File: src/include/ucb_settings.svh
`ifndef UCB_SETTINGS_SVH
`define UCB_SETTINGS_SVH

////////////////////////////////////////////////////////////
// Bus geometry
////////////////////////////////////////////////////////////

// AXI4-Lite address width covering four word registers
`define UCB_ADDR_W 4

// AXI4-Lite data width
`define UCB_DATA_W 32

// Microcode bank number width
`define UCB_BANK_W 4

////////////////////////////////////////////////////////////
// Register map in byte offsets
////////////////////////////////////////////////////////////

// Permanent bank for read and write
`define UCB_OFS_PERM 4'h0
// Temporary bank for read and write
`define UCB_OFS_TEMP 4'h4
// Read-only status word
`define UCB_OFS_STATUS 4'h8

`endif

File: src/rtl/ucb_pkg.sv
`include "ucb_settings.svh"

package ucb_pkg;

   ////////////////////////////////////////////////////////////
   // Plain vector types
   ////////////////////////////////////////////////////////////

   // Microcode bank number
   typedef logic [`UCB_BANK_W-1:0] ucb_bank_t;

   // AXI4-Lite address and data
   typedef logic [`UCB_ADDR_W-1:0] ucb_addr_t;
   typedef logic [`UCB_DATA_W-1:0] ucb_data_t;

   // AXI response code
   typedef logic [1:0] ucb_resp_t;

   // Response codes used by the slave
   localparam ucb_resp_t RESP_OKAY   = 2'b00;
   localparam ucb_resp_t RESP_SLVERR = 2'b10;

   ////////////////////////////////////////////////////////////
   // Structs between the blocks
   ////////////////////////////////////////////////////////////

   // Bank write command from the register decoder
   // Strobes last only for the accepting cycle
   typedef struct packed {
      logic      set_perm;
      logic      set_temp;
      ucb_bank_t bank;
   } ucb_cmd_t;

   // Readable state of the bank logic
   typedef struct packed {
      ucb_bank_t perm_bank;
      ucb_bank_t temp_bank;
      ucb_bank_t cur_bank;
      logic      inhibit;
   } ucb_status_t;

   // AXI slave FSM with at most one transaction in flight
   typedef enum logic [1:0] {
      AXI_IDLE,
      AXI_WRESP,
      AXI_RDATA
   } ucb_axi_state_e;

endpackage

File: src/rtl/ucb_axil_decode.sv
`timescale 1ns/1ns
`include "ucb_settings.svh"

module ucb_axil_decode
   import ucb_pkg::*;
(
   input  logic                      clk,
   input  logic                      rst_n,
   // Write address channel
   input  ucb_addr_t                 awaddr,
   input  logic                      awvalid,
   output logic                      awready,
   // Write data channel
   input  ucb_data_t                 wdata,
   input  logic [`UCB_DATA_W/8-1:0]  wstrb,
   input  logic                      wvalid,
   output logic                      wready,
   // Write response channel
   output ucb_resp_t                 bresp,
   output logic                      bvalid,
   input  logic                      bready,
   // Read address channel
   input  ucb_addr_t                 araddr,
   input  logic                      arvalid,
   output logic                      arready,
   // Read data channel
   output ucb_data_t                 rdata,
   output ucb_resp_t                 rresp,
   output logic                      rvalid,
   input  logic                      rready,
   // Bank state for reads
   input  ucb_status_t               status,
   // Bank write command
   output ucb_cmd_t                  cmd
);

   ucb_axi_state_e state;
   logic           wr_accept;
   logic           rd_accept;
   ucb_resp_t      wr_resp;
   ucb_resp_t      rd_resp;
   ucb_data_t      rd_data;

   ////////////////////////////////////////////////////////////
   // Handshake
   ////////////////////////////////////////////////////////////

   // Address and data are taken together and writes go before reads
   assign wr_accept = (state == AXI_IDLE) && awvalid && wvalid;
   assign rd_accept = (state == AXI_IDLE) && arvalid && !(awvalid && wvalid);

   assign awready = wr_accept;
   assign wready  = wr_accept;
   assign arready = rd_accept;

   // Responses held by the FSM state itself
   assign bvalid = (state == AXI_WRESP);
   assign rvalid = (state == AXI_RDATA);

   always_ff @(posedge clk or negedge rst_n) begin
      if (!rst_n) begin
         state <= AXI_IDLE;
      end else begin
         case (state)
            AXI_IDLE: begin
               if (wr_accept) begin
                  state <= AXI_WRESP;
               end else if (rd_accept) begin
                  state <= AXI_RDATA;
               end
            end
            // Wait for the master to take the response
            AXI_WRESP: begin
               if (bready) begin
                  state <= AXI_IDLE;
               end
            end
            AXI_RDATA: begin
               if (rready) begin
                  state <= AXI_IDLE;
               end
            end
            default: begin
               state <= AXI_IDLE;
            end
         endcase
      end
   end

   ////////////////////////////////////////////////////////////
   // Write decode
   ////////////////////////////////////////////////////////////

   always_comb begin
      cmd          = '0;
      cmd.bank     = wdata[`UCB_BANK_W-1:0];
      wr_resp      = RESP_OKAY;
      case (awaddr)
         // Low byte strobe gates the load and the response stays OKAY
         `UCB_OFS_PERM: cmd.set_perm = wr_accept && wstrb[0];
         `UCB_OFS_TEMP: cmd.set_temp = wr_accept && wstrb[0];
         // Status is read only and the rest is unmapped
         default:       wr_resp = RESP_SLVERR;
      endcase
   end

   ////////////////////////////////////////////////////////////
   // Read decode
   ////////////////////////////////////////////////////////////

   always_comb begin
      rd_data = '0;
      rd_resp = RESP_OKAY;
      case (araddr)
         `UCB_OFS_PERM: rd_data[`UCB_BANK_W-1:0] = status.perm_bank;
         `UCB_OFS_TEMP: rd_data[`UCB_BANK_W-1:0] = status.temp_bank;
         `UCB_OFS_STATUS: begin
            // Current bank low with the inhibit flag just above it
            rd_data[`UCB_BANK_W-1:0] = status.cur_bank;
            rd_data[`UCB_BANK_W]     = status.inhibit;
         end
         default: rd_resp = RESP_SLVERR;
      endcase
   end

   // Response payload captured at acceptance and held while valid
   always_ff @(posedge clk) begin
      if (wr_accept) begin
         bresp <= wr_resp;
      end
      if (rd_accept) begin
         rdata <= rd_data;
         rresp <= rd_resp;
      end
   end

endmodule

File: src/rtl/ucb_bank_exec.sv
`timescale 1ns/1ns

module ucb_bank_exec
   import ucb_pkg::*;
(
   input  logic      clk,
   input  logic      rst_n,
   // Write command from the register decoder
   input  ucb_cmd_t  cmd,
   // End of the current instruction
   input  logic      insn_end,
   // Bank for the next instruction
   output ucb_bank_t next_bank,
   // Temporary bank waiting for the next instruction
   output logic      pending,
   // Register contents for status
   output ucb_bank_t perm_bank,
   output ucb_bank_t temp_bank
);

   ////////////////////////////////////////////////////////////
   // Bank registers
   ////////////////////////////////////////////////////////////

   // Both load at the edge that accepts the write
   always_ff @(posedge clk or negedge rst_n) begin
      if (!rst_n) begin
         perm_bank <= '0;
         temp_bank <= '0;
      end else begin
         if (cmd.set_perm) begin
            perm_bank <= cmd.bank;
         end
         if (cmd.set_temp) begin
            temp_bank <= cmd.bank;
         end
      end
   end

   ////////////////////////////////////////////////////////////
   // Temporary bank sequencer
   ////////////////////////////////////////////////////////////

   // Set by a temporary write and cleared by the next instruction end
   // A write in the same cycle as the end keeps it set
   always_ff @(posedge clk or negedge rst_n) begin
      if (!rst_n) begin
         pending <= 1'b0;
      end else if (cmd.set_temp) begin
         pending <= 1'b1;
      end else if (insn_end) begin
         pending <= 1'b0;
      end
   end

   // Bank mux
   // Temporary bank for exactly one instruction and then permanent again
   assign next_bank = pending ? temp_bank : perm_bank;

endmodule

File: src/rtl/ucb_bank_result.sv
`timescale 1ns/1ns

module ucb_bank_result
   import ucb_pkg::*;
(
   input  logic        clk,
   input  logic        rst_n,
   // End of the current instruction
   input  logic        insn_end,
   // Selection from the bank sequencer
   input  ucb_bank_t   next_bank,
   input  logic        pending,
   // Register contents passed through to status
   input  ucb_bank_t   perm_bank,
   input  ucb_bank_t   temp_bank,
   // Current microcode bank
   output ucb_bank_t   ucb,
   // Interrupts held off around a temporary bank
   output logic        irq_inhibit,
   // Readable state
   output ucb_status_t status
);

   // Current bank came from the temporary register
   logic from_temp;

   ////////////////////////////////////////////////////////////
   // Output bank register
   ////////////////////////////////////////////////////////////

   // Delays the selection by one instruction
   always_ff @(posedge clk or negedge rst_n) begin
      if (!rst_n) begin
         ucb       <= '0;
         from_temp <= 1'b0;
      end else if (insn_end) begin
         ucb       <= next_bank;
         from_temp <= pending;
      end
   end

   // High from the temporary write until the permanent bank is back
   assign irq_inhibit = pending | from_temp;

   ////////////////////////////////////////////////////////////
   // Status word
   ////////////////////////////////////////////////////////////

   always_comb begin
      status.perm_bank = perm_bank;
      status.temp_bank = temp_bank;
      status.cur_bank  = ucb;
      status.inhibit   = irq_inhibit;
   end

endmodule

File: src/rtl/ucb_top.sv
`timescale 1ns/1ns
`include "ucb_settings.svh"

module ucb_top
   import ucb_pkg::*;
(
   input  logic                      clk,
   input  logic                      rst_n,
   // AXI4-Lite slave
   input  ucb_addr_t                 awaddr,
   input  logic                      awvalid,
   output logic                      awready,
   input  ucb_data_t                 wdata,
   input  logic [`UCB_DATA_W/8-1:0]  wstrb,
   input  logic                      wvalid,
   output logic                      wready,
   output ucb_resp_t                 bresp,
   output logic                      bvalid,
   input  logic                      bready,
   input  ucb_addr_t                 araddr,
   input  logic                      arvalid,
   output logic                      arready,
   output ucb_data_t                 rdata,
   output ucb_resp_t                 rresp,
   output logic                      rvalid,
   input  logic                      rready,
   // Sequencer side
   input  logic                      insn_end,
   output ucb_bank_t                 ucb,
   output logic                      irq_inhibit
);

   // Decoder to sequencer
   ucb_cmd_t    cmd;
   // Sequencer to output stage
   ucb_bank_t   next_bank;
   logic        pending;
   ucb_bank_t   perm_bank;
   ucb_bank_t   temp_bank;
   // Output stage back to decoder
   ucb_status_t status;

   ////////////////////////////////////////////////////////////
   // Register decoder
   ////////////////////////////////////////////////////////////

   ucb_axil_decode u_decode (
      .clk     (clk),
      .rst_n   (rst_n),
      .awaddr  (awaddr),
      .awvalid (awvalid),
      .awready (awready),
      .wdata   (wdata),
      .wstrb   (wstrb),
      .wvalid  (wvalid),
      .wready  (wready),
      .bresp   (bresp),
      .bvalid  (bvalid),
      .bready  (bready),
      .araddr  (araddr),
      .arvalid (arvalid),
      .arready (arready),
      .rdata   (rdata),
      .rresp   (rresp),
      .rvalid  (rvalid),
      .rready  (rready),
      .status  (status),
      .cmd     (cmd)
   );

   // Bank registers and temporary sequencer
   ucb_bank_exec u_exec (
      .clk       (clk),
      .rst_n     (rst_n),
      .cmd       (cmd),
      .insn_end  (insn_end),
      .next_bank (next_bank),
      .pending   (pending),
      .perm_bank (perm_bank),
      .temp_bank (temp_bank)
   );

   // Output bank, inhibit and status
   ucb_bank_result u_result (
      .clk         (clk),
      .rst_n       (rst_n),
      .insn_end    (insn_end),
      .next_bank   (next_bank),
      .pending     (pending),
      .perm_bank   (perm_bank),
      .temp_bank   (temp_bank),
      .ucb         (ucb),
      .irq_inhibit (irq_inhibit),
      .status      (status)
   );

endmodule
File: config.mk
export PLATFORM = sky130hd
export DESIGN_NAME = ucb_top
export DESIGN_NICKNAME = d
export VERILOG_FILES = /design/src/rtl/ucb_pkg.sv /design/src/rtl/ucb_axil_decode.sv /design/src/rtl/ucb_bank_exec.sv /design/src/rtl/ucb_bank_result.sv /design/src/rtl/ucb_top.sv
export VERILOG_INCLUDE_DIRS = /design/src /design/src/include
export SDC_FILE = /design/constraint.sdc
export NUM_CORES = 1
export LEC_CHECK = 0
export ABC_CLOCK_PERIOD_IN_PS = 2300
export BUFFER_PORTS_ARGS = -buffer_cell sky130_fd_sc_hd__buf_2
export CAP_MARGIN = 20
export CORE_ASPECT_RATIO = 0.7
export CORE_MARGIN = 5
export CORE_UTILIZATION = 45
export CTS_CLUSTER_DIAMETER = 150
export DETAILED_ROUTE_END_ITERATION = 16
export PLACE_DENSITY_LB_ADDON = 0.3
export SLEW_MARGIN = 20
export SYNTH_ARGS = -nofsm -noshare
export SYNTH_HDL_FRONTEND = slang
export SYNTH_HIERARCHICAL = 1
export SYNTH_SLANG_ARGS = --single-unit
File: constraint.sdc
create_clock -name clk -period 2.3 [get_ports clk]
set_input_delay 0 -clock clk [delete_from_list [all_inputs] [get_ports clk]]
set_output_delay 0 -clock clk [all_outputs]
set_load 0.005 [all_outputs]
Yosys cells after proc, flatten, opt, wreduce, memory -nomap -nowiden
Cells that the tools add are included.

cells by class
  add/subtract/negate cells = 0
  $mul = 0
  divide/modulo/power cells = 0
  order comparisons = 0
  eq/ne operators = 8
  shift operators = 0
  muxes and demuxes = 13
  bitwise logic cells = 1
  reductions and logical operators = 14

operators with widths
  cell                                           number
  2-to-1 mux 2 bit                               6
  case mux 4 bit (3 select lines)                1
  == test 4 x 3 -> 1 bit, second input constant  2
  zero test 4 bit                                2
  logical AND 1 bit                              6
  case mux 2 bit (3 select lines)                1
  == test 4 bit, second input constant           1
  2-to-1 mux 1 bit                               4
  2-to-1 mux 4 bit                               1
  != test 2 x 1 -> 1 bit, second input constant  2
  != test 3 x 2 -> 1 bit, second input constant  1
  AND reduction 3 bit                            1
  OR reduction 3 bit                             1
  == test 2 x 1 -> 1 bit, second input constant  1
  == test 2 bit, second input constant           1
  zero test 2 bit                                1
  nonzero test 2 bit                             1
  OR reduction 2 bit                             1
  zero test 1 bit                                1
  bitwise OR 1 bit                               1

word-level totals
  register bits = 25
  bits in latches = 0
  memory bits (writable) = 0
  bits in read-only memories = 0
  input port bits = 52
  word-level logic and storage cells = 46
  memories = 0

Longest topological paths before layout
  depth after elaboration = 6
  depth in mapped cells = 4
  mapped depth without buffers = 4

Cells and area by module
The synthesis kept the hierarchy.

modules (own cells, without submodules)
  module           times used  cells each  area an instance (µm²)  seq. area each (µm²)
  ucb_axil_decode  1           80          837.1                   260.2
  ucb_bank_exec    1           23          372.9                   225.2
  ucb_bank_result  1           24          285.3                   125.1

Worst setup path before layout
Ideal clock, no wire load.

  path kind = register to register
  from = register u_decode.state[1]
  to = register u_exec.temp_bank[0]
  arrival = 1444 ps
  data required time = 2172 ps
  setup slack = 728 ps
  stages on the path, launching flop included = 5
  clock period less this slack = 1572 ps
  cell sequence = dfrtp_1 -> and4bb_2 -> nand3_1 -> nor2_1 -> mux2_1

RTL lines
  item                      line                   RTL
  start: declaration        ucb_axil_decode.sv:37  ucb_axi_state_e state;
  start signal: assignment  ucb_axil_decode.sv:62  state <= AXI_IDLE;
  start signal: assignment  ucb_axil_decode.sv:67  state <= AXI_WRESP;
  start signal: assignment  ucb_axil_decode.sv:69  state <= AXI_RDATA;
  end signal: assignment    ucb_bank_exec.sv:35    temp_bank <= cmd.bank;
  end: declaration          ucb_bank_exec.sv:18    output ucb_bank_t temp_bank

==> flow_summary_export.csv <==
group,metric,value,unit
outcome,status,"finished, final reports clean",
critical_path,ff2ff_path_depth,4,
critical_path,worstPathRequired,2.46,ns
sta,fmax,590,MHz
power,switching_share,0.275,
flow_run,drv_cap,0,
critical_path,worstSetupEndpointType,"flip-flop",
synth,synthSimpleGateAreaFrac,0.0929,
power,seqPwrFrac,0.531,
critical_path,r2r_start,"u_decode/state[1]",
sta,skew,0.00418,ns
detailed_routing,wirelength,2520,um
synth,ys_warn_count,6,
sta,fin_crit_sh,0.737,
power,pwr-share-comb,0.202,
synth,synth.distinct_cells,23,
min_path,worstHoldStart,"insn_end",
placed_design,numPortBuffers,37,
global_route,antenna_found_initial,0,
critical_path,cp.arrival,1.85,ns
clocking,clock_latency,0.27,ns
global_route,grt_max_degree,17,
critical_path,rrSetupSlack,0.61,ns
die,io_pins,98,
sta,layout_min_cycle_time,1.69,ns
power,power.switching,266,uW
global_route,grt_pass1_vias,885,
placed_design,place_inst,182,
critical_path,critPathKind,"reg -> reg",
clocking,clockRootBuffer,"clkbuf_8",
clocking,numCtsBuffers,3,
cells_and_area,utilization,0.508,
synth,avgSynthCellArea,11.8,um^2
sta,finalSetupViolations,0,
min_path,hold_path_end,"u_result/from_temp",
die,start_util,0.472,
sta,rsz0062_at_grt,"no",
sta,setup_tns,0,ns
cells_and_area,syn_to_final_growth,7.61,%
critical_path,r2r-end,"u_exec/temp_bank[0]",
power,power.density,600,mW/mm^2
clocking,cts_tree,"done",
die,die_x,78.9,um
synth,synth_area,0.00150,mm^2
detailed_routing,postRouteAntennaNets,0,
global_route,grt_pass1_wl,4040,um
detailed_routing,via_per_inst,4.37,
clocking,htreeDepth,1,
synth,synth-compound-area-share,0.106,
clocking,clkSlewWorstSetupHoldPaths,0.08,ns
synth,muxShareOfSynthArea,0.128,
synth,synth-seq-cells,23,
global_route,grtUsageTotal,0.113,
min_path,hold_path_class,"in -> reg",
detailed_routing,first_pass_iters,2,
clocking,cts_buffer_depth,2,
synth,synth-seq-area-share,0.408,
cells_and_area,diodes,0,
cells_and_area,nFillCells,306,
sta,slew_violations,0,
cells_and_area,nets,210,
critical_path,path_max_fanout,5,
cells_and_area,layout-drive-gt1-share,0.414,
min_path,hold-path-cell-count,2,
synth,synth-adder-area-share,0,
critical_path,crit_path_start_kind,"flip-flop",
detailed_routing,drtIter0Drc,39,
placed_design,routabilityCongestion,0.764,
power,p_int,700,uW
synth,synth_top_family_by_area,"buffers and inverters",
die,die_area,0.00459,mm^2
detailed_routing,routedWlPerCell,12.9,um
detailed_routing,drc,0,
synth,synthCells,127,
placed_design,dp_hpwl,1980,um
synth,synth_xor_area_frac,0,
power,power_leakage,0.834,nW
die,num_rows,17,
die,fp.dieH,58.2,um
power,peakVddDrop,0.384,mV
clocking,ctsResizeCount,0,
die,coreArea,0.00317,mm^2
power,power_frac_clock,0.266,
cells_and_area,fin_cells,195,
clocking,cts_sinks,23,
sta,hold_viol,0,
global_route,grt_overflow,0,
detailed_routing,num_vias,853,
[power groups by stage]
stage	clock (mW)	sequential, mW	combinational (mW)
5_1_grt	0.287	0.520	0.218
3_5_place_dp	0	0.522	0.185
3_3_place_gp	0	0.519	0.181
2_1_floorplan	0	0.507	0.195
4_1_cts	0.269	0.513	0.198
6_report	0.257	0.513	0.195
[synthesized netlist by cell type]
library cell | instances | area share
a21o_1 | 2 | 0.010
nor3_1 | 1 | 0.0033
a211o_2 | 1 | 0.0067
a211oi_2 | 4 | 0.033
buf_4 | 47 | 0.24
mux2_1 | 11 | 0.083
a21o_2 | 1 | 0.0059
nor4_1 | 1 | 0.0042
mux2_2 | 6 | 0.045
buf_6 | 1 | 0.0075
dfrtp_1 | 16 | 0.27
inv_1 | 6 | 0.015
and4bb_2 | 1 | 0.0084
or2_2 | 1 | 0.0042
edfxtp_1 | 7 | 0.14
nor2_1 | 2 | 0.0050
nand2b_4 | 4 | 0.037
conb_1 | 1 | 0.0025
buf_2 | 1 | 0.0033
nor2b_1 | 6 | 0.025
nand3_1 | 1 | 0.0033
a2111oi_2 | 5 | 0.050
nand2_1 | 1 | 0.0025
[layer usage]
layer | part of all wire | vias up | wire [um] | GRT usage
met5 | 0 | - | 0 | 0
met4 | 0.012 | 0 | 31 | 0.0294
met3 | 0.082 | 4 | 206 | 0.0512
met2 | 0.46 | 32 | 1150 | 0.180
met1 | 0.45 | 400 | 1130 | 0.140
li1 | - | 417 | - | -
[critical path, stage by stage (launching register included)]
cell and delay, ns:
dfrtp_1 0.42, and4bb_2 0.37, nand3_1 0.11, nor2_1 0.32
mux2_1 0.36
[final cells by class]
type	instances	area, um^2	area share
sequential	23	611	0.379
multi-input combinational	77	598	0.372
timing repair buffer	47	283	0.176
tap	38	47.5	0.0295
clock buffer	3	41.3	0.0257
inverter	6	22.5	0.0140
clock inverter	1	6.26	0.00389
[how the worst max path moves through the flow]
stage / start / endpoint / slack [ns] / cells after the start
finish: u_decode/state[1] / u_exec/temp_bank[0] / 0.61 / 4
global route: u_decode/state[1] / u_exec/perm_bank[3] / 0.43 / 4
detailed placement: u_decode/state[1] / u_exec/temp_bank[0] / 0.57 / 4
floorplan: u_decode/state[1] / u_exec/temp_bank[0] / 0.73 / 4
global placement: u_decode/state[1] / u_exec/temp_bank[3] / 0.58 / 4
CTS: u_decode/state[1] / u_exec/temp_bank[0] / 0.57 / 4
[stage by stage]
step,total power [mW],instance area (um^2),hold WS (ns),setup slack (ns)
3_3_place_gp,0.701,1470,-0.0784,0.580
4_1_cts,0.980,1610,0.0730,0.567
6_report,0.966,1610,0.0736,0.606
2_1_floorplan,0.702,1600,-0.296,0.728
5_1_grt,1.03,1610,0.0723,0.432
3_5_place_dp,0.707,1470,-0.0700,0.568
[state kept, by name, indices dropped and copies added, names as in the netlist]
| register | count |
|---|---|
| u_decode/bresp | 1 |
| u_decode/rdata | 5 |
| u_decode/rresp | 1 |
| u_decode/state | 2 |
| u_exec/pending | 1 |
| u_exec/perm_bank | 4 |
| u_exec/temp_bank | 4 |
| u_result/from_temp | 1 |
| u_result/ucb | 4 |
[kinds of logic after synthesis]
| kind of cell | Yosys count |
|---|---|
| buf+inv | 55 |
| flops | 23 |
| simple gates | 18 |
| mux | 17 |
| compound gates | 13 |
| other cells | 1 |
[repair_timing]
item                      4_1_cts  5_1_grt
hold buffers                    9        0
hold endpoints to repair       27        0
setup buffers                   0        0
[cell usage in the layout, fill, tap and decap left out, types with 5 or more instances in the layout]
cell type | synthesis | routed
a2111oi_2 | 5 | 5
buf_2 | 1 | 37
conb_1 | 1 | 29
dfrtp_1 | 16 | 16
dlygate4sd3_1 | 0 | 9
edfxtp_1 | 7 | 7
inv_1 | 6 | 6
mux2_1 | 11 | 11
mux2_2 | 6 | 6
nor2b_1 | 6 | 6
Note: power is estimated with default switching activity, not from simulation.
